===== src/rtl/periph_pkg.sv =====
package periph_pkg;

  //////////////////////////////////////////////////
  // bus types

  typedef logic [31:0] word_t;

  // master side, one access per request
  typedef struct packed {
    logic [31:0] addr;
    word_t       wdata;
    logic        rd;
    logic [3:0]  we;    // one enable per byte lane
  } bus_req_t;

  typedef struct packed {
    word_t rdata;
    logic  ready;
  } bus_rsp_t;

  typedef enum logic [1:0] {
    REG_RAM,
    REG_LED,
    REG_SWITCH,
    REG_NONE
  } region_t;

  //////////////////////////////////////////////////
  // address map

  localparam logic [31:0] RAM_BASE    = 32'h0000_0000;
  localparam logic [31:0] RAM_SPAN    = 32'h0000_0400;  // 256 words
  localparam logic [31:0] LED_BASE    = 32'h0000_0400;
  localparam logic [31:0] LED_SPAN    = 32'h0000_0010;
  localparam logic [31:0] SWITCH_BASE = 32'h0000_0500;
  localparam logic [31:0] SWITCH_SPAN = 32'h0000_0004;  // single word

  // byte offsets inside the led window
  localparam logic [3:0] LED_PATTERN_OFF = 4'h0;
  localparam logic [3:0] LED_CTRL_OFF    = 4'h4;
  localparam logic [3:0] LED_STATUS_OFF  = 4'h8;

  //////////////////////////////////////////////////
  // led types

  typedef logic [15:0] led_pattern_t;

  typedef struct packed {
    logic        enable;
    logic [14:0] half_period;  // half led_clk period minus one, in clocks
  } led_ctrl_t;

endpackage


===== src/rtl/addr_decoder.sv =====
module addr_decoder
  import periph_pkg::*;
(
  input  logic [31:0] addr,
  output region_t     region,
  output logic [7:0]  offset
);

  logic [31:0] ram_rel;
  logic [31:0] led_rel;
  logic [31:0] sw_rel;
  logic [31:0] rel;

  // unsigned wrap makes below-base addresses look huge
  assign ram_rel = addr - RAM_BASE;
  assign led_rel = addr - LED_BASE;
  assign sw_rel  = addr - SWITCH_BASE;

  always_comb begin
    region = REG_NONE;
    rel    = '0;
    if (ram_rel < RAM_SPAN) begin
      region = REG_RAM;
      rel    = ram_rel;
    end else if (led_rel < LED_SPAN) begin
      region = REG_LED;
      rel    = led_rel;
    end else if (sw_rel < SWITCH_SPAN) begin
      region = REG_SWITCH;
      rel    = sw_rel;
    end
  end

  // word index, byte bits dropped
  assign offset = rel[9:2];

endmodule


===== config.mk =====
export PLATFORM = sky130hd
export DESIGN_NAME = addr_decoder
export DESIGN_NICKNAME = d
export VERILOG_FILES = /design/src/rtl/periph_pkg.sv /design/src/rtl/addr_decoder.sv
export SDC_FILE = /design/constraint.sdc
export NUM_CORES = 1
export LEC_CHECK = 0
export ABC_AREA = 1
export BUFFER_PORTS_ARGS = -buffer_cell sky130_fd_sc_hd__buf_4
export CAP_MARGIN = 15
export CORE_ASPECT_RATIO = 0.75
export CORE_MARGIN = 10
export CORE_UTILIZATION = 49
export DETAILED_ROUTE_END_ITERATION = 6
export GPL_TIMING_DRIVEN = 0
export PLACE_DENSITY = 0.89
export SLEW_MARGIN = 20
export SYNTH_ARGS = -nofsm -noshare
export SYNTH_HDL_FRONTEND = slang
export SYNTH_SLANG_ARGS = --single-unit

===== constraint.sdc =====
create_clock -name vclk -period 2
set_clock_uncertainty 0.05 [all_clocks]
set_input_delay 0.4 -clock vclk [all_inputs]
set_output_delay 0.4 -clock vclk [all_outputs]
set_load 0.02 [all_outputs]

==> key figures <==
Global routing
  • Maximum number of pins on one net before global-route repair: 9
  • Gr ovfl total: 0
  • Tot GR Track Use: 18.11%
  • First-pass GRT wire length: 7886 um
  • Initial antenna violation count: 0
  • Vias in the first global route: 1759

Timing
  • Final hold vios: 0
  • Final Critical Period: 2.818 ns
  • Fin. max-slew vios: 0
  • Fmax: 354.8 MHz
  • Slew HR: 79.86%
  • Smallest hold slack: 1.081 ns
  • Final setup fails: 10
  • Worst Tran Pin Value: 0.3010 ns
  • Worst setup margin: -0.8184 ns
  • Unrepaired setup endpoints after global routing: yes
  • Crit share post-route: 140.9%

Floorplanning
  • Die Span Y: 63.98 um
  • Initial Utilization: 53.02%
  • Full die area: 5031 um^2
  • Row count: 15
  • Die W: 78.64 um
  • I/O pin cnt: 42
  • Core area: 2384 um^2

Detailed routing
  • Final ANT Viol Nets: 0
  • Vias: 2403
  • Drt first pass iters: 7
  • Via density: 6.291
  • DRT iter0 DRCs: 433
  • DR WL/cell: 19.15 um
  • WL final: 7317 um
  • Drc violations: 55

Synth
  • Mean Syn Cell Area: 4.373 um^2
  • Cell count after synthesis: 289
  • Synthesized net count: 324
  • Cell Area, Synth: 1264 um^2
  • Netlist cell types: 14
  • Seq/Total Area, Yosys: 0%
  • Yosys warning count: 0

Layout
  • Final core occ: 89.24%
  • Sequential cell count: 0
  • Layout Nets: 385
  • Diodes inserted: 0
  • Reg area: 0 um^2
  • Most common cell after layout, fill and taps aside: nand2_1
  • Commonest non-fill, non-tap cells in the layout: nand2_1 (101), buf_4 (46), inv_1 (45), nand3_1 (35), nor2_1 (31)
  • Clock buffers: 0
  • Area growth from synthesis to layout: 68.32%
  • Share of cells above drive strength 1: 34.48%

Worst setup path
  • CP Cell Sequence: buf_4 > nor2_1 > nand2_1 > nor2_1 > nand4_1 > nand2_1 > nand2_1 > nor2_1 > nand3_2 > nand2_4 > nor2_4 > buf_12 > nor2_4 > buf_6
  • Worst Path Max Fanout: 5
  • CP Class: in2out
  • Startpoint types: input port
  • Crit. End Element: primary output
  • Slowest CP cell: nor2_1
  • Worst path max stage delay: 0.30 ns
  • Critical path arrival: 2.37 ns
  • CP required: 1.55 ns
  • Crit path from: addr[25]

Run status
  • Failing checks: DRC, setup timing
  • Status: finished, violations left

Min path
  • Hold path startpoint: addr[7]
  • Hold depth: 4
  • Sink of the worst hold path: offset[5]
  • Class of the worst hold path: in2out

Placement
  • Routability congestion estimate: 0.9540
  • Final HPWL DP: 3711 um
  • PortBufs: 40

Power
  • PwrDens: 144.3 nW/um^2
  • VDD IR max: 0.1317 mV
  • Pleak: 1.099 nW

Flow run
  • Max-Cap Viols: 0

Clock tree
  • Post-CTS Hold Buffers: 0
repair_timing:
item / 4_1_cts / 5_1_grt
setup buffers: 8 / 11
gates resized for setup: 17 / 54
pin swaps: 13 / 15
setup endpoints to repair: 10 / 10
kinds of logic (layout without fill, tap and decap cells):
group                      after synthesis  after routing  synth area share, %
and+or+nand+nor                        228            228                78.42
buffers and inverters                   50            109                14.85
AOI/OAI and AO/OA                        6              6                2.376
adders and majority gates                3              3                2.971
xor gates and xnor gates                 2              2                1.386
power by group:
| group | switching, mW | total [mW] | internal, mW | leakage (nW) |
|---|---|---|---|---|
| combinational | 0.192 | 0.307 | 0.115 | 1.10 |
| clock | 0 | 0 | 0 | 0 |
| sequential | 0 | 0 | 0 | 0 |
| total | 0.192 | 0.307 | 0.115 | 1.10 |
critical path, delay by kind of cell:
family                 cells  cell delay [ns]
AND/OR/NAND/NOR           11             1.58
buffers and inverters      3             0.39
how the worst max path moves through the flow:
stage | to | cells past startpoint
2_1_floorplan | offset[0] | 16
3_3_place_gp | offset[0] | 16
3_5_place_dp | offset[0] | 16
4_1_cts | offset[1] | 17
5_1_grt | offset[4] | 14
6_report | offset[0] | 14
per-layer routing:
layer / GRT usage, % / vias up / part of all wire, %
li1: - / 1007 / -
met1: 24.34 / 1041 / 34
met2: 30.74 / 258 / 42
met3: 3.352 / 97 / 14
met4: 0.4464 / 0 / 9.0
met5: 0 / - / 0
stage by stage:
stage / instances / area [um^2] / power, mW / TNS (ns) / worst slack [ns]
floorplan: 289 / 1360 / 0.1114 / -1.407 / -0.2032
global placement: 363 / 1703 / 0.2044 / -5.757 / -0.6356
detailed placement: 363 / 1703 / 0.2080 / -5.933 / -0.6561
CTS: 371 / 1842 / 0.2208 / -5.035 / -0.5363
global route: 382 / 2127 / 0.3182 / -7.946 / -0.8397
finish: 382 / 2127 / 0.3070 / -7.779 / -0.8184
cells in the mapped netlist:
master	n	area share (%)
o21ai_0	6	2.4
nor2_2	9	4.5
nor3_1	1	0.40
nand3b_1	1	0.59
xor2_1	1	0.69
ha_1	3	3.0
nand2_2	3	1.5
nor2_4	5	4.5
nand2_1	113	34
inv_1	50	15
xnor2_1	1	0.69
nor2_1	51	15
nand3_1	40	16
nand4_1	5	2.5
area by class of cell:
cell class,count,area (um^2)
Fill cell,131,256.5
Multi-Input combinational cell,239,1344
Tap cell,34,42.54
Inverter,50,222.7
Timing Repair Buffer,59,518.0
Power figures use the tool's default switching activity.
