===== config.mk =====
export PLATFORM = sky130hd
export DESIGN_NAME = led_shifter
export DESIGN_NICKNAME = d
export VERILOG_FILES = /design/src/rtl/periph_pkg.sv /design/src/rtl/led_shifter.sv
export SDC_FILE = /design/constraint.sdc
export NUM_CORES = 1
export LEC_CHECK = 0
export BUFFER_PORTS_ARGS = -buffer_cell sky130_fd_sc_hd__buf_2
export CAP_MARGIN = 25
export CORE_UTILIZATION = 41
export DETAILED_ROUTE_END_ITERATION = 8
export SYNTH_ARGS = -nofsm -noshare
export SYNTH_HDL_FRONTEND = slang
export SYNTH_SLANG_ARGS = --single-unit

===== constraint.sdc =====
create_clock -name clk_100mhz -period 5.4 [get_ports clk_100mhz]
set_clock_uncertainty 0.05 [all_clocks]
set_input_delay 0.27 -clock clk_100mhz [delete_from_list [all_inputs] [get_ports clk_100mhz]]
set_output_delay 0.27 -clock clk_100mhz [all_outputs]
set_load 0.005 [all_outputs]

===== src/rtl/periph_pkg.sv =====
package periph_pkg;

  //////////////////////////////////////////////////
  // bus types

  typedef logic [31:0] word_t;

  // master side, one access per request
  typedef struct packed {
    logic [31:0] addr;
    word_t       wdata;
    logic        rd;
    logic [3:0]  we;    // one enable per byte lane
  } bus_req_t;

  typedef struct packed {
    word_t rdata;
    logic  ready;
  } bus_rsp_t;

  typedef enum logic [1:0] {
    REG_RAM,
    REG_LED,
    REG_SWITCH,
    REG_NONE
  } region_t;

  //////////////////////////////////////////////////
  // address map

  localparam logic [31:0] RAM_BASE    = 32'h0000_0000;
  localparam logic [31:0] RAM_SPAN    = 32'h0000_0400;  // 256 words
  localparam logic [31:0] LED_BASE    = 32'h0000_0400;
  localparam logic [31:0] LED_SPAN    = 32'h0000_0010;
  localparam logic [31:0] SWITCH_BASE = 32'h0000_0500;
  localparam logic [31:0] SWITCH_SPAN = 32'h0000_0004;  // single word

  // byte offsets inside the led window
  localparam logic [3:0] LED_PATTERN_OFF = 4'h0;
  localparam logic [3:0] LED_CTRL_OFF    = 4'h4;
  localparam logic [3:0] LED_STATUS_OFF  = 4'h8;

  //////////////////////////////////////////////////
  // led types

  typedef logic [15:0] led_pattern_t;

  typedef struct packed {
    logic        enable;
    logic [14:0] half_period;  // half led_clk period minus one, in clocks
  } led_ctrl_t;

endpackage


===== src/rtl/led_shifter.sv =====
module led_shifter
  import periph_pkg::*;
(
  input  logic         clk_100mhz,
  input  logic         rst,
  input  led_pattern_t pattern,
  input  led_ctrl_t    ctrl,
  output logic         led_clk,
  output logic         led_do,
  output logic         led_pen,
  output logic         busy
);

  typedef enum logic [1:0] {
    IDLE,
    SHIFT,
    LATCH
  } state_t;

  state_t       state;
  logic [14:0]  half_cnt;
  logic         half_done;
  logic         phase;     // high half of the led_clk period
  logic [3:0]   bit_cnt;
  led_pattern_t shreg;

  assign half_done = (half_cnt >= ctrl.half_period);

  //////////////////////////////////////////////////
  // frame fsm

  always_ff @(posedge clk_100mhz) begin
    if (rst) begin
      state    <= IDLE;
      half_cnt <= '0;
      phase    <= 1'b0;
      bit_cnt  <= '0;
      shreg    <= '0;
    end else begin
      unique case (state)
        IDLE: begin
          half_cnt <= '0;
          phase    <= 1'b0;
          if (ctrl.enable) begin
            shreg   <= pattern;  // frame start
            bit_cnt <= '0;
            state   <= SHIFT;
          end
        end
        SHIFT: begin
          if (!half_done) begin
            half_cnt <= half_cnt + 15'd1;
          end else begin
            half_cnt <= '0;
            phase    <= ~phase;
            if (phase) begin  // falling edge, move to the next bit
              if (bit_cnt == 4'd15) begin
                shreg <= '0;
                state <= LATCH;
              end else begin
                shreg   <= shreg << 1;
                bit_cnt <= bit_cnt + 4'd1;
              end
            end
          end
        end
        LATCH: begin
          if (!half_done) begin
            half_cnt <= half_cnt + 15'd1;
          end else begin
            half_cnt <= '0;
            phase    <= ~phase;
            if (phase) begin  // one full period of led_pen done
              if (ctrl.enable) begin
                shreg   <= pattern;
                bit_cnt <= '0;
                state   <= SHIFT;
              end else begin
                state <= IDLE;
              end
            end
          end
        end
        default: state <= IDLE;
      endcase
    end
  end

  assign led_clk = (state == SHIFT) && phase;
  assign led_do  = shreg[15];  // msb first
  assign led_pen = (state == LATCH);
  assign busy    = (state != IDLE);

endmodule


==> summary.txt <==
Outcome
  – Outcome: complete, no violations

Pwr
  – Power Dens Cells: 374 nW/um2
  – Net Switching: 0.383 mW
  – Clock share of power: 21.2%
  – Power Internal: 0.597 mW
  – Switching Share: 39.1%
  – Leak: 1.12 nW
  – Sequential share of power: 39.1%
  – Peak VDD IR: 0.197 mV
  – Gate power share: 39.7%

Timing
  – Setup Total Neg Slack: 0 ns
  – Pins Over Slew Limit: 0
  – Max-Slew Margin vs Limit: 32.3%
  – Final period demand of the worst path: 3.28 ns
  – Final Hold Viols: 0
  – Period utilization: 60.7%
  – Worst slew pin tran: 1.01 ns
  – Setup-failing EPs final: 0
  – Fmax: 305 MHz
  – RSZ-0062 raised after global routing: false

Floorplanning
  – Core Area: 5270 um2
  – Row Count: 26
  – Die Area: 5950 um2
  – Die height: 77.1 um
  – Starting density of the core: 43.9%
  – I/O pin count: 38
  – Width of the die: 77.1 um

Route
  – DRT Pass-1 Iters: 4
  – Vias: 2041
  – DRT Wirelength: 4880 um
  – Antenna violation net count after detailed routing: 0
  – DR vias/cell: 5.55
  – DR WL/cell: 13.3 um
  – Drt first-iter violations: 102
  – Number of remaining DRC errors: 0

Critical path
  – Worst EP required: 5.54 ns
  – CP startpoint kind: register
  – Crit path kind: reg2reg
  – CP peak stage delay: 0.87 ns
  – Critical path, cell by cell: ha_1 > and2_1 > a221o_1 > a221oi_2 > o21ai_2 > nor3b_4 > a21bo_2 > a311oi_1
  – CP Max Fanout: 28
  – Arrival time worst endpoint: 3.42 ns
  – Critical-path top delay cell: nor3b_4
  – Crit. End Element: register

Clocking
  – Post-CTS Hold Buffers: 0
  – CTS tree: yes
  – H-tree depth: 2
  – Worst skew pair latency: 0.29 ns
  – Clock transition at path regs: 0.08 ns
  – Longest Clk Path Bufs: 2
  – Root Buffer: clkbuf_8
  – Post-cts resize count: 0
  – Cts bufs inserted: 5
  – Clock Sinks: 38
  – Postcts setup bufs: 0

Yosys
  – Top cells by area, synth: dfxtp_1, ha_1, a21oi_1, a22oi_1, a211oi_1
  – Seq/Total Area, Yosys: 32.9%
  – Dominant cell by count in the synthesized netlist: dfxtp_1
  – Syn Area/Cell: 8.63 um2
  – Synth Area in XOR/XNOR: 0%
  – YS warnings: 0
  – Fraction of the mapped netlist area in simple logic gates: 15.7%
  – Post-synth EDFFs: 0
  – Synth async-reset ratio: 0%
  – Post-synth top area share: 32.9%
  – Cells after Synth: 268
  – Synthesized Nets: 323
  – Synth Area in Compound Gates: 31.6%
  – Ys flop type: dfxtp_1
  – Unique masters post-synth: 42
  – Largest family of logic cells by synthesized area: compound AO/OA/AOI/OAI gates
  – Synthesized area: 2310 um2
  – Mux contribution to synthesized area: 1.73%
  – Synthesized flop and latch total: 38
  – Post-Synth Adder-Cell Area: 11.4%
  – Most instantiated cells after synthesis: dfxtp_1, a21oi_1, ha_1, inv_1, a22oi_1
  – Yosys top cell by area: dfxtp_1

Place
  – Placed inst area: 2520 um2
  – Dpl hpwl: 3320 um
  – Inst Count DP: 360
  – IO buf count: 37
  – Final GP Congestion: 0.755

Global routing
  – Total GRT Usage: 16.9%
  – Vias in the first global route: 1766
  – Global route overflow: 0
  – Initial antenna violation count: 0
  – Largest net degree at the start of global routing: 43
  – First-pass GRT wire length: 8100 um

Hold path
  – Min-Delay Path Class: in2reg

Final layout
  – Share of cells above drive strength 1: 19.5%
  – Area growth from synthesis to layout: 13.3%
  – Fin area: 2620 um2
  – Fin nets: 352
  – Ant diodes: 0
  – Layout Cells excl Fill: 368
  – Multi-input gate area: 1400 um2
  – Register area: 761 um2
  – Filler instances: 533

Run
  – Max-Cap Viols: 0
==> stage by stage <==
stage               total power [mW]  util, %  hold WS, ns  worst slack (ns)
floorplan                      0.699        -        0.398              2.90
global placement               0.776     47.9        0.418              2.29
detailed placement             0.776     47.9        0.421              2.16
CTS                            0.985     49.7        0.281              2.15
global route                    1.05     49.7        0.292              1.94
finish                         0.980     49.7        0.285              2.12
==> logic make-up after synthesis <==
| family | after synthesis |
|---|---|
| buf+inv | 38 |
| compound gates | 102 |
| fa+ha+maj | 21 |
| simple gates | 65 |
| mux | 4 |
| flops | 38 |
==> flip-flops by register name (all words and copies together) (netlist names) <==
name,flops
shreg,16
half_cnt,15
bit_cnt,4
state,2
phase,1
==> path summary, 6_finish.rpt <==
kind | startpoint | to | slack, ns | depth (start not counted)
worst max-delay path | half_cnt[10] | half_cnt[14] | 2.12 | 8
worst min register to register | shreg[0] | shreg[0] | 0.43 | 2
worst min-delay path | ctrl[15] | state[0] | 0.28 | 3
worst max register to register | half_cnt[10] | half_cnt[14] | 2.12 | 8
==> layer usage <==
layer,wire [um],GRT usage [%]
met1,2520,24.0
met2,2140,24.8
met3,152,3.69
met4,61,5.85
met5,0,0
==> power groups by stage <==
stage          registers (mW)  clock network (mW)  logic (mW)
6_report                0.383               0.208       0.389
5_1_grt                 0.391               0.223       0.437
4_1_cts                 0.382               0.213       0.389
3_5_place_dp            0.388                   0       0.388
3_3_place_gp            0.387                   0       0.388
2_1_floorplan           0.379                   0       0.320
==> cell usage in the layout (no fill, tap or decap), drive strengths merged, types with 9 or more instances in the layout <==
master and instances:
a21oi 34, nand2b 9, inv 21, a311oi 13, nand2 14, a211oi 15, and2 9, ha 21
dfxtp 38, buf 39, a22oi 16
==> critical path: cells and delay by family, from the launching register on <==
kind | cells | cell delay, ns
DFF | 1 | 0.45
AOI/OAI and AO/OA | 5 | 1.36
and+or+nand+nor | 2 | 1.04
adders and majority gates | 1 | 0.28
==> layout make-up <==
type / instances / area share [%]
Multi-Input combinational cell: 192 / 53.3
Sequential cell: 38 / 29.0
Timing Repair Buffer: 39 / 7.64
Tap cell: 70 / 3.34
Clock buffer: 6 / 3.15
Inverter: 21 / 3.01
Clock inverter: 2 / 0.478
Power figures use the tool's default switching activity.
