File: src/rtl/periph_pkg.sv
package periph_pkg;

  //////////////////////////////////////////////////
  // bus types

  typedef logic [31:0] word_t;

  // master side, one access per request
  typedef struct packed {
    logic [31:0] addr;
    word_t       wdata;
    logic        rd;
    logic [3:0]  we;    // one enable per byte lane
  } bus_req_t;

  typedef struct packed {
    word_t rdata;
    logic  ready;
  } bus_rsp_t;

  typedef enum logic [1:0] {
    REG_RAM,
    REG_LED,
    REG_SWITCH,
    REG_NONE
  } region_t;

  //////////////////////////////////////////////////
  // address map

  localparam logic [31:0] RAM_BASE    = 32'h0000_0000;
  localparam logic [31:0] RAM_SPAN    = 32'h0000_0400;  // 256 words
  localparam logic [31:0] LED_BASE    = 32'h0000_0400;
  localparam logic [31:0] LED_SPAN    = 32'h0000_0010;
  localparam logic [31:0] SWITCH_BASE = 32'h0000_0500;
  localparam logic [31:0] SWITCH_SPAN = 32'h0000_0004;  // single word

  // byte offsets inside the led window
  localparam logic [3:0] LED_PATTERN_OFF = 4'h0;
  localparam logic [3:0] LED_CTRL_OFF    = 4'h4;
  localparam logic [3:0] LED_STATUS_OFF  = 4'h8;

  //////////////////////////////////////////////////
  // led types

  typedef logic [15:0] led_pattern_t;

  typedef struct packed {
    logic        enable;
    logic [14:0] half_period;  // half led_clk period minus one, in clocks
  } led_ctrl_t;

endpackage

File: src/rtl/led_regs.sv
module led_regs
  import periph_pkg::*;
(
  input  logic         clk_100mhz,
  input  logic         rst,
  input  logic         sel,
  input  logic [3:0]   we,
  input  logic [1:0]   index,
  input  word_t        wdata,
  input  logic         busy,
  output word_t        rdata,
  output led_pattern_t pattern,
  output led_ctrl_t    ctrl
);

  localparam logic [1:0] PATTERN_IDX = LED_PATTERN_OFF[3:2];
  localparam logic [1:0] CTRL_IDX    = LED_CTRL_OFF[3:2];
  localparam logic [1:0] STATUS_IDX  = LED_STATUS_OFF[3:2];

  // both registers are 16 bits, so only lanes 0 and 1 matter
  always_ff @(posedge clk_100mhz) begin
    if (rst) begin
      pattern <= '0;
      ctrl    <= '0;
    end else if (sel) begin
      if (index == PATTERN_IDX) begin
        if (we[0]) pattern[7:0]  <= wdata[7:0];
        if (we[1]) pattern[15:8] <= wdata[15:8];
      end
      if (index == CTRL_IDX) begin
        if (we[0]) ctrl[7:0]  <= wdata[7:0];
        if (we[1]) ctrl[15:8] <= wdata[15:8];  // enable sits in bit 15
      end
    end
  end

  // readback
  always_ff @(posedge clk_100mhz) begin
    unique case (index)
      PATTERN_IDX: rdata <= {16'h0, pattern};
      CTRL_IDX:    rdata <= {16'h0, ctrl};
      STATUS_IDX:  rdata <= {31'h0, busy};
      default:     rdata <= '0;
    endcase
  end

endmodule

File: config.mk
export PLATFORM = sky130hd
export DESIGN_NAME = led_regs
export DESIGN_NICKNAME = d
export VERILOG_FILES = /design/src/rtl/periph_pkg.sv /design/src/rtl/led_regs.sv
export SDC_FILE = /design/constraint.sdc
export NUM_CORES = 1
export LEC_CHECK = 0
export ABC_AREA = 0
export BUFFER_PORTS_ARGS = -buffer_cell sky130_fd_sc_hd__buf_2
export CAP_MARGIN = 10
export CORE_MARGIN = 10
export CORE_UTILIZATION = 32
export DETAILED_ROUTE_END_ITERATION = 8
export SLEW_MARGIN = 30
export SYNTH_ARGS = -nofsm -noshare
export SYNTH_HDL_FRONTEND = slang
export SYNTH_SLANG_ARGS = --single-unit
File: constraint.sdc
create_clock -name clk_100mhz -period 1.85 [get_ports clk_100mhz]
set_input_delay 0.2775 -clock clk_100mhz [delete_from_list [all_inputs] [get_ports clk_100mhz]]
set_output_delay 0.2775 -clock clk_100mhz [all_outputs]
set_load 0.05 [all_outputs]
==> results of run 1 <==
## worst min-delay path by stage
stage                              to   startpoint
after floorplan              rdata[0]         busy
after global placement    pattern[10]  pattern[10]
after detailed placement     ctrl[14]     ctrl[14]
after CTS                    rdata[0]         busy
after global routing         rdata[0]         busy
final                        rdata[0]         busy
## logic make-up after synthesis
group | synth area share [%]
AND/OR/NAND/NOR | 21.8
buffers and inverters | 10.3
multiplexers | 22.5
AO/OA/AOI/OAI | 0.234
flip-flops | 45.0
other | 0.176
## layout make-up
type                            instances  area (um2)
Fill cell                             668        3880
Multi-Input combinational cell        137        1010
Tap cell                               77        96.3
Sequential cell                        48         961
Timing Repair Buffer                   74         378
Clock buffer                            7        96.3
## through the flow
step,setup WS [ps],utilization [%],area (um2),std cells
after floorplan,894,-,2190,215
after detailed placement,395,38.1,2440,336
after CTS,607,39.6,2540,343
final,631,39.6,2540,343
after global placement,425,38.1,2440,336
after global routing,570,39.6,2540,343
## state kept, by name, summed over array words and instances, names as in the netlist
register	flops
ctrl	16
pattern	16
rdata	16
## where the power goes
part	internal, mW	switching, mW
combinational	0.0854	0.224
clock	0.333	0.333
sequential	1.05	0.0121
## synth_stat cells
| cell type | n | area, um2 |
|---|---|---|
| buf_2 | 3 | 15.0 |
| nor2_1 | 15 | 56.3 |
| nand2b_1 | 48 | 300 |
| buf_4 | 18 | 135 |
| buf_8 | 1 | 15.0 |
| nand3b_1 | 1 | 7.51 |
| and4bb_1 | 1 | 12.5 |
| nand4b_1 | 1 | 8.76 |
| conb_1 | 1 | 3.75 |
| o21ai_0 | 1 | 5.00 |
| buf_6 | 3 | 33.8 |
| and4bb_2 | 1 | 12.5 |
| clkbuf_1 | 4 | 15.0 |
| and4b_1 | 2 | 20.0 |
| nand4bb_1 | 2 | 22.5 |
| clkbuf_2 | 1 | 5.00 |
| nand4b_4 | 1 | 23.8 |
| mux2i_1 | 48 | 480 |
| dfxtp_1 | 48 | 961 |
## layer usage
metal  wire length (um)  GRT usage [%]  vias up
met5                  0              0        -
met4                 76           3.96        0
met3                364           3.95        5
met2               2430           16.7       43
met1               2110           10.3      694
li1                   -              -      756
## tightest hold or removal path, stage by stage
cell and delay [ps]:
buf_2 70, nand3b_1 60, o21ai_0 80
==> results.toml, run 1 <==
[hold_path]
holdPathStages = 3
hold_class = "in2reg"

[die]
core-area_mm2 = 0.00642
fp.dieH_um = 102
die_w_um = 102
io_pins = 106
placementRows = 29
fp.dieArea_mm2 = 0.0103
start_util_pct = 33.2

[synth]
ys_seq_area_share_pct = 45.0
ys_seq_elements = 48
synth_warnings = 0
syn_area_mm2 = 0.00213
synth_cell_types = 19
synth.avg_cell_area_um2 = 10.7
synth_cells = 200

[run_status]
outcome = "finished, final reports clean"

[sta]
max_slew_margin_pct = 60.5
fmax_mhz = 821
post-route-min-period_ps = 1220
hold_viol_final = 0
finalMaxSlewViolations = 0
rsz0062_at_grt = "no"
setup_violations = 0
tns_ps = 0
skew_ps = 4.07
whs_ps = 226
worst_pin_slew_ps = 592
finalCritPeriodShare_pct = 65.9

[clock_tree]
clkLatencyLatePin_ps = 290
cts_sinks = 48
clockBufferDepth = 2
cts_resized = 0
cts_buffers = 5
cts.clk_slew.worst_paths_ps = 80
postCtsHoldBufs = 0
cts_tree = "built"
clockRootBuffer = "clkbuf_8"
postCtsSetupBuffers = 0
cts_max_level = 2

[routing]
vias = 1498
dr.first_iter.drc_count = 23
drtAntennaViolNets = 0
wl_per_cell_um = 14.5
via_per_inst = 4.37
wl_um = 4980
drc = 0
firstDrtPassIters = 4

[grt]
grt_max_degree = 49
grt_pass1_wl_um = 7910
grtUsageTotal_pct = 9.69
antenna_found_initial = 0
grt_pass1_vias = 1598
grt-ovfl-total = 0

[power]
p_total_mw = 2.04
p_leak_nw = 1.29
power.density_mw_per_mm2 = 803
ir_drop_uv = 327

[placed_design]
dp_hpwl_um = 3820
io_buffers = 71
gp_congestion = 0.672

[final_layout]
final_common_cell = "buf_2"
drive_above_1_share_pct = 31.2
area_growth_pct = 19.1
final_net_count = 308
most-common-layout-cells = "buf_2, mux2i_1, nand2b_1, dfxtp_1, conb_1"
antennaDiodeCount = 0

[setup_path]
timing.rr.end = "rdata[0]"
slowest_stage = "dfxtp_1"
cp-endpoint = "pattern[4]"
crit_path_start_kind = "flop"
r2r-start = "ctrl[0]"
r2r_cells = 2
cp.required_ps = 1570
cp_slowest_stage_delay_ps = 370
crit_fanout = 3
cp-end-kind = "primary output"
arrival_ps = 940
cp.depth = 1
crit_type = "reg2out"
path_cells = "buf_2"
cp-startpoint = "pattern[4]"
cp_top_family = "flip-flops"
r2r_slack_ps = 1180
critical_path_buf_inv_count = 1

[flow_run]
maxCapViolCount = 0
Note: power is estimated with default switching activity, not from simulation.
==> run 2, diff against run 1 <==
Settings changed: ABC_AREA 0 to 1.
Clock period 1.85 ns to 1.2 ns, I/O delays scaled along.
==> run 2 against run 1 <==
Utilization up 0.60 points. Sequential share of layout area is 0.30 points higher. Clock power rose by 47%. Synthesized area fell by 3.9%. Global-route usage grew 1.1 points. Sequential cell count did not move. Largest power group unchanged. Die area shrank 3.1%. Register-to-register slack lost 580 ps. Worst hold slack lost 87 ps. Count of clock-buffer cells in the layout increased by 1. Routed wire length up 8.0%. Cell count up 26%.
==> results.toml, run 2 <==
[setup_path]
slowest_stage = "dfxtp_1"
cp-end-kind = "primary output"
cp_top_family = "flip-flops"
cp-startpoint = "ctrl[0]"
crit_path_start_kind = "flop"
path_cells = "buf_2"
cp.required_ps = 1020
cp_slowest_stage_delay_ps = 370
arrival_ps = 940
critical_path_buf_inv_count = 1
crit_type = "reg2out"
r2r-start = "pattern[15]"
crit_fanout = 3

[power]
power.density_mw_per_mm2 = 1300
ir_drop_uv = 478
p_leak_nw = 1.35

[routing]
wl_um = 5380
drc = 0
via_per_inst = 4.22
drtAntennaViolNets = 0
dr.first_iter.drc_count = 63
vias = 1825
wl_per_cell_um = 12.5
firstDrtPassIters = 4

[final_layout]
antennaDiodeCount = 0
final_common_cell = "nand2_1"
final_cells = 432
area_growth_pct = 22.9
final_net_count = 396
fill_cells = 684
largest_registers = "ctrl: 16 flops, pattern: 16 flops, rdata: 16 flops"
most-common-layout-cells = "nand2_1, buf_2, nor2_1"
drive_above_1_share_pct = 26.8
fin_area_mm2 = 0.00252

[grt]
grt_pass1_vias = 1807
grt_max_degree = 33
grt_pass1_wl_um = 8840
grt-ovfl-total = 0
grtUsageTotal_pct = 10.8
antenna_found_initial = 0

[die]
placementRows = 29
die_w_um = 100
core-area_mm2 = 0.00628
io_pins = 106
fp.dieH_um = 100
fp.dieArea_mm2 = 0.0100
start_util_pct = 32.7

[clock_tree]
cts_tree = "built"
clockBufferDepth = 2
cts.clk_slew.worst_paths_ps = 80
cts_sinks = 48
postCtsHoldBufs = 0
clkLatencyLatePin_ps = 290
clockRootBuffer = "clkbuf_8"
cts_max_level = 2
cts_resized = 0
postCtsSetupBuffers = 0
cts_buffers = 5

[synth]
synth_top_family_by_area = "simple AND/OR/NAND/NOR gates"
syn_area_mm2 = 0.00205
synth_fa_ha_area_share_pct = 0
synth_edf_count = 0
synth_cells = 284
synth.area.top_cells = "dfxtp_1, nand2_1, nor2_1, nand3_1, buf_4"
ys.flop_type = "dfxtp_1"
synth_common_cells = "nand2_1, nor2_1, dfxtp_1"
synth_area_leader_cell = "dfxtp_1"
synth_async_sr_flop_share_pct = 0
ys_seq_elements = 48
synth_compound_area_share_pct = 0
muxShareOfSynthArea_pct = 0
synth_xor_area_share_pct = 0
synth.most_common_cell = "nand2_1"
yosysTopAreaCellShare_pct = 46.9
synth_cell_types = 13
synth.avg_cell_area_um2 = 7.22
synth_warnings = 0
synthSimpleGateAreaFrac_pct = 39.0
ys_seq_area_share_pct = 46.9

[hold_path]
worstHoldStart = "busy"
hold_class = "in2reg"

[sta]
finalMaxSlewViolations = 0
post-route-min-period_ps = 1120
finalCritPeriodShare_pct = 93.3
setup_violations = 0
whs_ps = 139
fmax_mhz = 893
hold_viol_final = 0
skew_ps = 1.20
tns_ps = 0
rsz0062_at_grt = "no"

[flow_run]
maxCapViolCount = 0

[placed_design]
dp_hpwl_um = 3890
placed_cell_area_mm2 = 0.00243
io_buffers = 71
gp_congestion = 0.702
dp.cells = 424

[run_status]
outcome = "finished, final reports clean"
-- run 2: changes by cell type after synthesis, sizes merged, moves of 5 or more --
cell / change
nor2: +55
mux2i: -48
clkbuf: -5
inv: +21
nand2b: -48
nand3: +34
nand2: +83
-- run 2: cell families (layout without fill, tap and decap cells) --
group | Yosys count | after routing
buf+inv | 48 | 104
flops | 48 | 48
other cells | 1 | 16
simple gates | 187 | 187
-- run 2: per-layer routing --
metal	GRT usage, %	part of all wire, %	wire (um)
met4	3.91	1.2	64
met1	12.3	43	2320
met3	4.26	8.0	432
met2	17.8	48	2570
met5	0	0	0
-- run 2: layout make-up --
| cell class | instances | area, um2 | share of cell area, % |
|---|---|---|---|
| Sequential cell | 48 | 961 | 38.1 |
| Multi-Input combinational cell | 203 | 860 | 34.1 |
| Timing Repair Buffer | 75 | 435 | 17.3 |
| Tap cell | 77 | 96.3 | 3.82 |
| Clock buffer | 8 | 90.1 | 3.57 |
| Inverter | 21 | 78.8 | 3.13 |
-- run 2: power breakdown --
group	total (mW)	switching [mW]	internal (mW)
Clock	0.977	0.506	0.471
Sequential	1.67	0.0291	1.64
Combinational	0.629	0.482	0.147
Total	3.28	1.02	2.26
-- run 2: worst paths after layout --
kind | endpoint | slack (ps) | depth (start not counted)
worst max-delay path | ctrl[0] | 80 | 1
worst min-delay path | rdata[0] | 140 | 3
worst max register to register | pattern[15] | 600 | 2
worst min register to register | rdata[5] | 460 | 2
-- run 2: through the flow --
step / worst slack [ps] / total power, mW / utilization, %
after floorplan: 298 / 2.23 / -
after global placement: 165 / 2.34 / 38.7
after detailed placement: 143 / 2.35 / 38.7
after CTS: 56.7 / 3.33 / 40.2
after global routing: 25.1 / 3.44 / 40.2
final: 79.8 / 3.28 / 40.2
==> run 3, diff against run 2 <==
Settings changed: REMOVE_ABC_BUFFERS set to 1.
==> run 3 against run 2 <==
Critical path depth unchanged. Clock power rose by 1%. Power barely moved. Setup slack lost 8.4 ps. Routed wire length increased by 1.2%. Register-to-register slack about the same. Cell area decreased by 0.60%. Sequential cell count stayed put. Sequential share of layout area grew 0.23 points. Largest cell class unchanged. Combinational power is 1% lower. Global-route usage up 0.17 points.
==> results.toml, run 3 (synthesis results as in run 2) <==
[clock_tree]
clockRootBuffer = "clkbuf_8"
cts_sinks = 48
cts_buffers = 5
postCtsSetupBuffers = 0
postCtsHoldBufs = 0
cts_tree = "built"
cts_resized = 0
cts_max_level = 2
clockBufferDepth = 2
clkLatencyLatePin_ps = 290
cts.clk_slew.worst_paths_ps = 80

[final_layout]
antennaDiodeCount = 0
final_common_cell = "nand2_1"
drive_above_1_share_pct = 27.4
area_growth_pct = 22.2
largest_registers = "ctrl: 16 flops, pattern: 16 flops, rdata: 16 flops"
final_net_count = 399
most-common-layout-cells = "nand2_1, buf_2, nor2_1"

[placed_design]
gp_congestion = 0.711
dp_hpwl_um = 4030
io_buffers = 71

[routing]
drtAntennaViolNets = 0
dr.first_iter.drc_count = 49
via_per_inst = 4.19
wl_met3_um = 380
wl_per_cell_um = 12.5
met2_wirelength_um = 2410
drc = 0
wl_met1_um = 2550
vias = 1823
wl_um = 5440
top_layer = "met4"
firstDrtPassIters = 4

[setup_path]
crit_path_start_kind = "flop"
r2r_cells = 2
crit_fanout = 3
cp.depth = 1
cp.required_ps = 1020
critical_path_buf_inv_count = 1
cp-end-kind = "primary output"
crit_type = "reg2out"
slowest_stage = "dfxtp_1"
cp_top_family = "flip-flops"
cp_slowest_stage_delay_ps = 370
arrival_ps = 950
path_cells = "buf_2"

[die]
die_w_um = 100
start_util_pct = 32.7
io_pins = 106
placementRows = 29
fp.dieH_um = 100
core-area_mm2 = 0.00628
fp.dieArea_mm2 = 0.0100

[sta]
tns_ps = 0
setup_violations = 0
hold_viol_final = 0
finalCritPeriodShare_pct = 94.0
skew_ps = 2.58
rsz0062_at_grt = "no"
fmax_mhz = 886
post-route-min-period_ps = 1130
finalMaxSlewViolations = 0

[grt]
grt_max_degree = 33
grt-ovfl-total = 0
grt_pass1_wl_um = 8780
grtUsageTotal_pct = 10.9
grt_pass1_vias = 1765
antenna_found_initial = 0

[power]
internal-power_mw = 2.25
p_leak_nw = 1.36
power.density_mw_per_mm2 = 1310
p_total_mw = 3.28
p_sw_share_pct = 31.3
combPwrFrac_pct = 19.0
power_switching_mw = 1.03
pwr-share-seq_pct = 50.9
clockPowerShare_pct = 30.1
ir_drop_uv = 503

[hold_path]
hold_class = "in2reg"
holdPathStages = 3

[flow_run]
maxCapViolCount = 0

[run_status]
outcome = "finished, final reports clean"
## run 3: changes by cell type in the layout (fill, tap and decap cells not counted), sizes merged
| cell | previous run | this run |
|---|---|---|
| buf | 75 | 78 |
## run 3: final cells by class
cell class | instances | area (um2)
timing repair buffer | 78 | 420
inverter | 21 | 78.8
tap | 77 | 96.3
fill | 677 | 3770
multi-input combinational | 203 | 860
sequential | 48 | 961
clock buffer | 8 | 90.1
## run 3: worst paths after layout
check / start / endpoint / slack [ps]
min: busy / rdata[0] / 160
max: pattern[5] / pattern[5] / 70
min reg2reg: ctrl[1] / rdata[1] / 460
max reg2reg: pattern[8] / pattern[8] / 600
## run 3: power by group through the flow
stage / clock, mW / sequential (mW) / combinational [mW]
2_1_floorplan: 0 / 1.88 / 0.279
3_3_place_gp: 0 / 1.71 / 0.624
3_5_place_dp: 0 / 1.71 / 0.626
4_1_cts: 1.03 / 1.67 / 0.626
5_1_grt: 1.09 / 1.68 / 0.673
6_report: 0.987 / 1.67 / 0.622
## run 3: worst min-delay path: stages
cell and delay [ps]:
buf_2 80, nand3_1 90, nand3_1 90
## run 3: per-stage QoR
| step | hold WS, ps | instances | util (%) | worst slack (ps) | instance area (um2) |
|---|---|---|---|---|---|
| CTS | 152 | 435 | 39.9 | 56.6 | 2510 |
| finish | 160 | 435 | 39.9 | 71.4 | 2510 |
| global placement | 448 | 427 | 38.5 | 163 | 2420 |
| global route | 169 | 435 | 39.9 | 8.55 | 2510 |
| floorplan | 336 | 272 | - | 275 | 1900 |
| detailed placement | 449 | 427 | 38.5 | 151 | 2420 |
## run 3: routing by layer
layer / GRT usage (%) / vias up
met3: 3.91 / 7
li1: - / 972
met2: 16.8 / 60
met5: 0 / -
met1: 13.5 / 784
met4: 4.67 / 0
