`config.mk`:
```
export PLATFORM = sky130hd
export DESIGN_NAME = switch_debounce
export DESIGN_NICKNAME = d
export VERILOG_FILES = /design/src/rtl/switch_debounce.sv
export SDC_FILE = /design/constraint.sdc
export NUM_CORES = 1
export LEC_CHECK = 0
export ABC_AREA = 1
export BUFFER_PORTS_ARGS = -buffer_cell sky130_fd_sc_hd__buf_2
export CELL_PAD_IN_SITES_DETAIL_PLACEMENT = 0
export CELL_PAD_IN_SITES_GLOBAL_PLACEMENT = 1
export CORE_UTILIZATION = 30
export DETAILED_ROUTE_END_ITERATION = 7
export PLACE_DENSITY = 0.65
export SETUP_SLACK_MARGIN = 0.5
export SLEW_MARGIN = 40
export SYNTH_ARGS = -nofsm -noshare
export SYNTH_HDL_FRONTEND = slang
export SYNTH_SLANG_ARGS = --single-unit
```
`constraint.sdc`:
```
create_clock -name clk_100mhz -period 2.1 [get_ports clk_100mhz]
set_input_delay 0.42 -clock clk_100mhz [delete_from_list [all_inputs] [get_ports clk_100mhz]]
set_output_delay 0.42 -clock clk_100mhz [all_outputs]
set_load 0.01 [all_outputs]
```
`src/rtl/switch_debounce.sv`:
```
module switch_debounce #(
  parameter int DEBOUNCE_CYCLES = 1000
) (
  input  logic        clk_100mhz,
  input  logic        rst,
  input  logic [15:0] switch,
  output logic [15:0] stable
);

  localparam int CNT_W = $clog2(DEBOUNCE_CYCLES + 1);
  localparam logic [CNT_W-1:0] LIMIT = CNT_W'(DEBOUNCE_CYCLES - 1);

  logic [15:0]      sync1;
  logic [15:0]      sync2;
  logic [15:0]      candidate;
  logic [CNT_W-1:0] cnt;

  //////////////////////////////////////////////////
  // two stage synchronizer

  always_ff @(posedge clk_100mhz) begin
    if (rst) begin
      sync1 <= '0;
      sync2 <= '0;
    end else begin
      sync1 <= switch;
      sync2 <= sync1;
    end
  end

  // any change restarts the count
  always_ff @(posedge clk_100mhz) begin
    if (rst) begin
      candidate <= '0;
      cnt       <= '0;
      stable    <= '0;
    end else if (sync2 != candidate) begin
      candidate <= sync2;
      cnt       <= '0;
    end else if (cnt < LIMIT) begin
      cnt <= cnt + 1'b1;
    end else begin
      stable <= candidate;  // held long enough
    end
  end

endmodule

```
==> results of run 1 <==
-- critical path: stages (launching register included) --
cell and delay, ns:
dfxtp_2 0.34, ha_1 0.20, nand2_1 0.12, nand3_2 0.10, nand2_4 0.14, clkinvlp_4 0.11
or2_2 0.27, a21oi_1 0.11
-- sequential cells by signal, summed over array words and instances (netlist names) --
signal	flops
stable	16
sync2	16
sync1	16
cnt	10
candidate	16
-- cells in the final DEF (no fill, tap or decap), types with 4 or more instances in the layout --
cell	count
inv_1	97
nor2_1	80
dfxtp_1	73
nand2_1	72
buf_2	33
nand4_1	17
nand2_2	12
clkbuf_8	9
buf_4	9
a21oi_1	6
nand3_1	5
xor2_1	4
nor2_2	4
-- kinds of logic (layout without fill, tap and decap cells) --
kind of cell             after synthesis  count (layout)  share of synthesized area
adder cells (fa/ha/maj)                1               1                    0.00429
flip-flops                            74              74                      0.508
XOR/XNOR                               7               7                     0.0210
AND/OR/NAND/NOR                      199             200                      0.305
AO/OA/AOI/OAI                          7               7                     0.0124
buffers and inverters                113             163                      0.150
-- report_power, final --
| group | total, mW | internal, mW | switching [mW] | leakage, nW |
|---|---|---|---|---|
| logic | 0.200 | 0.0776 | 0.123 | 0.994 |
| registers | 1.46 | 1.44 | 0.0154 | 0.605 |
| clock network | 1.08 | 0.551 | 0.534 | 0.0966 |
-- how the worst max path moves through the flow --
stage | to | cells past startpoint | slack, ns
after global placement | stable[1] | 10 | 0.40
after global routing | stable[2] | 10 | 0.50
final | cnt[0] | 7 | 0.63
after floorplan | stable[10] | 10 | 0.72
after detailed placement | stable[1] | 10 | 0.40
after CTS | stable[13] | 10 | 0.50
-- Yosys cell counts, types with 2 or more instances --
| master | instances | share of area |
|---|---|---|
| nand2_2 | 12 | 0.026 |
| a21oi_1 | 6 | 0.010 |
| dfxtp_1 | 74 | 0.51 |
| inv_2 | 4 | 0.0051 |
| nor2_1 | 83 | 0.11 |
| xnor2_1 | 3 | 0.0090 |
| xor2_1 | 4 | 0.012 |
| nand4_1 | 17 | 0.036 |
| clkbuf_1 | 5 | 0.0064 |
| buf_2 | 4 | 0.0069 |
| inv_1 | 97 | 0.12 |
| nand3_1 | 6 | 0.010 |
| nand2_1 | 73 | 0.094 |
| nor2_8 | 2 | 0.014 |
-- metal layers --
metal | global-route usage | wire (um)
met2 | 0.179 | 2230
met4 | 0.0502 | 70
met5 | 0 | 0
met3 | 0.0381 | 213
met1 | 0.146 | 2670
-- area by class of cell --
cell class	instances	area, sq um	area share
Tap cell	129	161	0.0456
Inverter	102	388	0.110
Multi-Input combinational cell	215	1050	0.297
Timing Repair inverter	1	7.51	0.00212
Clock buffer	10	128	0.0361
Clock inverter	6	65.1	0.0184
Timing Repair Buffer	44	255	0.0722
Sequential cell	74	1480	0.419
-- per-stage QoR --
step                      utilization  area, sq um
final                           0.379         3540
after global placement          0.344         3210
after detailed placement        0.344         3210
after floorplan                     -         2920
after global routing            0.379         3540
after CTS                       0.372         3470
-- timing repair --
item,4_1_cts,5_1_grt
pin swaps,2,4
resized for setup,5,9
setup buffers,3,5
gates cloned,2,0
setup endpoints to repair,21,26
hold buffers,0,0
hold endpoints to repair,0,0
==> out/results.txt, run 1 <==
core area = 9330 sq um
syn avg cell area = 7.28 sq um
Reg2Reg Depth = 7
slew at the pin with the worst max-slew slack = 0.478 ns
grt total ovfl = 0
io pins = 34
fin crit period = 1.47 ns
fin nets = 466
setup TNS = 0 ns
CTS tree = yes
Seq/Total Area, Yosys = 0.508
Final Setup Violations = 0
width of the chip = 101 um
DRC Markers = 0
Die ar. = 10,100 sq um
Synth Cell Area = 2920 sq um
CP startpoint = cnt[0]
Pins Over Slew Limit = 0
worst-skew pair later-pin latency = 0.34 ns
CTS clk-pin slew, worst paths = 0.08 ns
Worst setup SP type = flip-flop
FF-to-FF Start = cnt[0]
Post-Synthesis Net Count = 420
endpoint of the worst-slack reg-to-reg timing path = cnt[0]
Routed wire per std cell = 8.93 um
Synth Warn # = 0
Worst Hold Slack = 0.269 ns
vias in the first global route = 2,058
total power = 2.74 mW
Vias/cell = 3.79
initial antenna violation count = 0
Rel. slew slack = 0.681
Setup WS pre-CTS = 0.402 ns
Max Fclk = 678 MHz
first drt pass iteration count = 4
H-Tree Depth = 3
ys flop type = dfxtp_1
final worst setup slack = 0.625 ns
Placed Cells incl. Taps = 555
Tcrit/Tclk final = 0.702
worst hold path type = in -> reg
leakage power = 1.70 nW
largest net degree at the start of global routing = 49
Async SR Flop Fraction = 0
CTS Sinks = 74
hold path depth = 3
gr usage total = 0.115
Port Buffers = 33
die height = 101 um
Worst Hold Endpoint = sync1[3]
Core Rows = 35
status = finished clean
unique cell type count in the Yosys netlist = 25
MaxCap Viol Count = 0
layout cell share with drive strength beyond 1 = 0.199
Area Growth Syn to Fin = 21.2%
Root Buffer = clkbuf_8
CTS Buf Count = 9
RePlAce Congestion = 0.686
Vias = 2,201
final std cells w/o fill = 581
final hold vios = 0
worst-path fanout max = 7
Total Routed Length = 5.19 mm
PD cells = 775 nW/um^2
Clock Skew = 0.0112 ns
crit path capture type = flip-flop
Worst EP required = 2.37 ns
cell count after synthesis = 401
ant diodes = 0
fill count = 1,018
Final ANT Viol Nets = 0
first-pass GRT wire length = 9.11 mm
CP arrival = 1.75 ns
clk buf depth = 2
Setup Crit Path Kind = reg -> reg
Max IR drop VDD = 0.380 mV
RSZ-0062 raised after global routing = true
FF+latch count, synth = 74
Starting Density = 0.313
Iter 0 DRT Violations = 69
post-DP HPWL = 3.49 mm
HP Start = switch[3]
number of synthesized flops with an enable pin = 0
R2R Setup Slk = 0.63 ns
(Power assumes the default switching activity.)
==> run 2: changes to the inputs <==
Settings changed: PLACE_DENSITY 0.65 to 0.67.
Clock period 2.1 ns to 1.2 ns, I/O delays scaled along.
==> out/results.txt, run 2 (same netlist as run 1, synthesis figures left out) <==
CTS Buf Count = 9 (unchanged)
Max IR drop VDD = 0.568 mV (was 0.380 mV)
Total Routed Length = 5.56 mm (was 5.19 mm)
Tcrit/Tclk final = 1.18 (was 0.702)
layout cell share with drive strength beyond 1 = 0.420 (was 0.199)
H-Tree Depth = 3 (unchanged)
Final Setup Violations = 26 (was 0)
largest net degree at the start of global routing = 25 (was 49)
Die ar. = 10,100 sq um (unchanged)
fill count = 978 (was 1,018)
status = finished, violations left (was finished clean)
first drt pass iteration count = 4 (unchanged)
Routed wire per std cell = 8.93 um (about the same)
most common cell after layout, fill and taps aside = inv_1 (unchanged)
Switching Share = 0.253 (was 0.245)
MaxCap Viol Count = 0 (unchanged)
Register Area = 1520 sq um (was 1480 sq um)
ant diodes = 0 (unchanged)
Rel. slew slack = 0.829 (was 0.681)
leakage power = 1.94 nW (was 1.70 nW)
PD cells = 1160 nW/um^2 (was 775 nW/um^2)
hold_buf cts = 0 (unchanged)
Setup Crit Path Kind = reg -> reg (unchanged)
first-pass GRT wire length = 9.56 mm (was 9.11 mm)
final worst setup slack = -0.219 ns (was 0.625 ns)
crit path capture type = flip-flop (unchanged)
io pins = 34 (unchanged)
core area = 9330 sq um (unchanged)
RSZ-0062 raised after global routing = true (unchanged)
hold path depth = 3 (unchanged)
CTS clk-pin slew, worst paths = 0.08 ns (about the same)
commonest non-fill, non-tap cells in the layout = inv_1 (77), nor2_1 (74), nand2_1 (58) (was inv_1 (97), nor2_1 (80), dfxtp_1 (73))
worst hold path type = in -> reg (unchanged)
Clock Skew = 0.00887 ns (was 0.0112 ns)
Comb pwr share = 0.096 (was 0.073)
Max Fclk = 704 MHz (was 678 MHz)
CP arrival = 1.71 ns (was 1.75 ns)
Worst EP required = 1.49 ns (was 2.37 ns)
vias in the first global route = 2,155 (was 2,058)
post-DP HPWL = 3.75 mm (was 3.49 mm)
Pint = 3.55 mW (was 2.07 mW)
setup TNS = -4.81 ns (was 0 ns)
clock power share = 0.369 (was 0.396)
Vias/cell = 3.82 (was 3.79)
gr usage total = 0.122 (was 0.115)
RePlAce Congestion = 0.695 (was 0.686)
fin nets = 507 (was 466)
area taken by multi-input logic gates = 1140 sq um (was 1050 sq um)
width of the chip = 101 um (unchanged)
Port Buffers = 33 (unchanged)
worst-skew pair later-pin latency = 0.35 ns (was 0.34 ns)
Core Rows = 35 (unchanged)
Seq pwr share = 0.535 (was 0.531)
grt total ovfl = 0 (unchanged)
die height = 101 um (unchanged)
clk buf depth = 2 (unchanged)
CTS tree = yes (unchanged)
worst-path fanout max = 8 (was 7)
slew at the pin with the worst max-slew slack = 0.256 ns (was 0.478 ns)
final hold vios = 0 (unchanged)
Area Growth Syn to Fin = 40.4% (was 21.2%)
initial antenna violation count = 0 (unchanged)
Final ANT Viol Nets = 0 (unchanged)
DRC Markers = 0 (unchanged)
Placed Cells incl. Taps = 598 (was 555)
fin crit period = 1.42 ns (was 1.47 ns)
Vias = 2,376 (was 2,201)
CTS Sinks = 74 (unchanged)
Root Buffer = clkbuf_8 (unchanged)
violated checks = negative setup slack
Starting Density = 0.313 (unchanged)
Pins Over Slew Limit = 0 (unchanged)
total power = 4.76 mW (was 2.74 mW)
final std cells w/o fill = 622 (was 581)
Switch Pwr = 1.21 mW (was 672 uW)
Iter 0 DRT Violations = 47 (was 69)
Reg2Reg Depth = 10 (was 7)
Worst setup SP type = flip-flop (unchanged)
run 2: cell types whose count changed in the layout (fill, tap and decap cells not counted), sizes merged:
| cell | before | now |
|---|---|---|
| clkbuf | 10 | 12 |
| clkinvlp | 2 | 1 |
| buf | 44 | 85 |
| bufinv | 1 | 0 |
run 2: per-stage QoR:
step                      setup WS, ns  hold slack (ns)  instance area, sq um  utilization
after detailed placement        -0.254            0.388                  3600        0.386
after global routing            -0.364           0.0675                  4100        0.439
final                           -0.219           0.0858                  4100        0.439
after CTS                       -0.220           0.0671                  3950        0.424
after global placement          -0.233            0.387                  3600        0.386
after floorplan                -0.0995            0.347                  3020            -
run 2: worst paths after layout:
kind,start,to,slack (ns)
max reg2reg,candidate[8],stable[10],-0.22
min reg2reg,sync1[1],sync2[1],0.39
max,candidate[8],stable[10],-0.22
min,switch[6],sync1[6],0.09
run 2: final cells by class:
class,instances,share of cell area
clock buffers,11,0.0345
well taps,129,0.0394
repair buffers,86,0.172
flip-flops and latches,74,0.372
multi-input cells,215,0.278
clock inverters,5,0.00947
inverters,102,0.0947
run 2: power by group through the flow:
stage	sequential, mW	clock, mW	combinational [mW]
2_1_floorplan	2.60	0	0.252
3_3_place_gp	2.60	0	0.374
3_5_place_dp	2.60	0	0.377
4_1_cts	2.55	1.83	0.414
5_1_grt	2.56	1.94	0.515
6_report	2.55	1.76	0.456
run 2: layer usage:
layer  GRT usage  up-vias  share of wire  wire, um
met2       0.194       30           0.46      2560
met3      0.0333       10          0.034       187
met4      0.0669        0          0.019       107
met5           0        -              0         0
met1       0.149     1006           0.49      2700
li1            -     1330              -         -
run 2: critical path, cell delays in order (launching register included):
cell and delay [ns]:
dfxtp_2 0.36, inv_2 0.04, nand2_2 0.05, nand2_2 0.05, nor2_2 0.11, nand2_2 0.10
nor2_8 0.22, nand3_4 0.20, nand2_2 0.11, inv_2 0.03, nor2_2 0.08
run 2: what timing repair did:
action / in CTS / in global routing
buffers inserted: 4 / 1
pin swaps: 26 / 32
gates cloned: 1 / 2
setup endpoints to repair: 42 / 44
gates resized for setup: 38 / 54
==> run 3: changes to the inputs <==
Settings changed: RECOVER_POWER set to 50.
==> out/results.txt, run 3 (same netlist as run 1, synthesis figures left out) <==
Area Growth Syn to Fin = 40.1% (was 40.4%)
CTS tree = yes (unchanged)
crit path capture type = flip-flop (unchanged)
first-pass GRT wire length = 9.56 mm (unchanged)
Setup WS pre-CTS = -0.254 ns (unchanged)
initial antenna violation count = 0 (unchanged)
Final Setup Violations = 26 (unchanged)
setup TNS = -4.81 ns (unchanged)
vias in the first global route = 2,155 (unchanged)
PD cells = 1160 nW/um^2 (about the same)
grt peak-use layer = met2 (unchanged)
Rel. slew slack = 0.670 (was 0.829)
hold path depth = 3 (unchanged)
fin nets = 507 (unchanged)
Tcrit/Tclk final = 1.18 (unchanged)
slew at the pin with the worst max-slew slack = 0.495 ns (was 0.256 ns)
Core Rows = 35 (unchanged)
core area = 9330 sq um (unchanged)
fin crit period = 1.42 ns (unchanged)
Worst Setup EP = stable[10] (unchanged)
Vias = 2,376 (unchanged)
CTS Sinks = 74 (unchanged)
Setup Crit Path Kind = reg -> reg (unchanged)
Max Fclk = 704 MHz (unchanged)
Worst setup SP type = flip-flop (unchanged)
width of the chip = 101 um (unchanged)
R2R Setup Slk = -0.22 ns (about the same)
CTS clk-pin slew, worst paths = 0.08 ns (about the same)
layout cell share with drive strength beyond 1 = 0.418 (was 0.420)
Port Buffers = 33 (unchanged)
Root Buffer = clkbuf_8 (unchanged)
CP startpoint = candidate[8] (unchanged)
endpoint of the worst-slack reg-to-reg timing path = stable[10] (unchanged)
gr usage total = 0.122 (unchanged)
final std cells w/o fill = 622 (unchanged)
Final ANT Viol Nets = 0 (unchanged)
violated checks = negative setup slack (unchanged)
final worst setup slack = -0.219 ns (unchanged)
Reg2Reg Depth = 10 (unchanged)
met3 usage = 0.0333 (unchanged)
ant diodes = 0 (unchanged)
hold_buf cts = 0 (unchanged)
DRC Markers = 0 (unchanged)
Worst Hold Slack = 0.0858 ns (unchanged)
CTS Buf Count = 9 (unchanged)
Register Area = 1520 sq um (unchanged)
worst-skew pair later-pin latency = 0.35 ns (about the same)
design area = 4090 sq um (was 4100 sq um)
H-Tree Depth = 3 (unchanged)
Iter 0 DRT Violations = 43 (was 47)
CP arrival = 1.71 ns (about the same)
fill count = 981 (was 978)
FF-to-FF Start = candidate[8] (unchanged)
area taken by multi-input logic gates = 1140 sq um (unchanged)
largest net degree at the start of global routing = 25 (unchanged)
worst hold path type = in -> reg (unchanged)
Die ar. = 10,100 sq um (unchanged)
leakage power = 1.94 nW (about the same)
io pins = 34 (unchanged)
die height = 101 um (unchanged)
commonest non-fill, non-tap cells in the layout = inv_1 (77), nor2_1 (74), nand2_1 (58) (unchanged)
post-DP HPWL = 3.75 mm (unchanged)
Placed Cells incl. Taps = 598 (unchanged)
final hold vios = 0 (unchanged)
Util after Layout = 0.438 (was 0.439)
first drt pass iteration count = 4 (unchanged)
worst-path fanout max = 8 (unchanged)
status = finished, violations left (unchanged)
Clock Skew = 0.00887 ns (unchanged)
MaxCap Viol Count = 0 (unchanged)
dpl cell area = 3600 sq um (unchanged)
Max IR drop VDD = 0.567 mV (was 0.568 mV)
Vias/cell = 3.82 (unchanged)
Pins Over Slew Limit = 0 (unchanged)
Total Routed Length = 5.56 mm (about the same)
Routed wire per std cell = 8.93 um (about the same)
most common cell after layout, fill and taps aside = inv_1 (unchanged)
grt total ovfl = 0 (unchanged)
RePlAce Congestion = 0.695 (unchanged)
RSZ-0062 raised after global routing = true (unchanged)
grt met2 use = 0.194 (unchanged)
Starting Density = 0.313 (unchanged)
met1 Track Usage GR = 0.149 (unchanged)
Worst EP required = 1.49 ns (about the same)
clk buf depth = 2 (unchanged)
total power = 4.76 mW (about the same)
## run 3: worst min-delay path by stage
stage	start	to	slack (ns)
after global routing	switch[9]	sync1[9]	0.07
after floorplan	switch[0]	sync1[0]	0.35
after CTS	switch[11]	sync1[11]	0.07
after global placement	sync1[9]	sync2[9]	0.39
final	switch[6]	sync1[6]	0.09
after detailed placement	sync1[9]	sync2[9]	0.39
## run 3: what timing repair did
action	in CTS	in global routing
pin swaps	26	32
gates cloned	1	2
setup buffers	4	1
endpoints found under the setup margin	42	44
resized for setup	38	54
## run 3: cell type report
cell class / count / area share
clock buffers: 11 / 0.0346
clock inverters: 5 / 0.00949
repair buffers: 86 / 0.171
well taps: 129 / 0.0395
inverters: 102 / 0.0949
flip-flops and latches: 74 / 0.372
multi-input cells: 215 / 0.278
## run 3: power breakdown
group | internal, mW | total (mW) | leakage [nW] | switching (mW)
combinational | 0.212 | 0.454 | 1.23 | 0.241
sequential | 2.52 | 2.55 | 0.620 | 0.0279
clock | 0.818 | 1.76 | 0.0899 | 0.937
total | 3.55 | 4.76 | 1.94 | 1.21
## run 3: critical path: stages (launching register included)
cell and delay (ns):
dfxtp_2 0.36, inv_2 0.04, nand2_2 0.05, nand2_2 0.05
nor2_2 0.11, nand2_2 0.10, nor2_8 0.22, nand3_4 0.20
nand2_2 0.11, inv_2 0.03, nor2_2 0.08
## run 3: routing by layer
| layer | routed length, um | vias up |
|---|---|---|
| met3 | 188 | 10 |
| li1 | - | 1330 |
| met2 | 2560 | 30 |
| met4 | 107 | 0 |
| met5 | 0 | - |
| met1 | 2700 | 1006 |
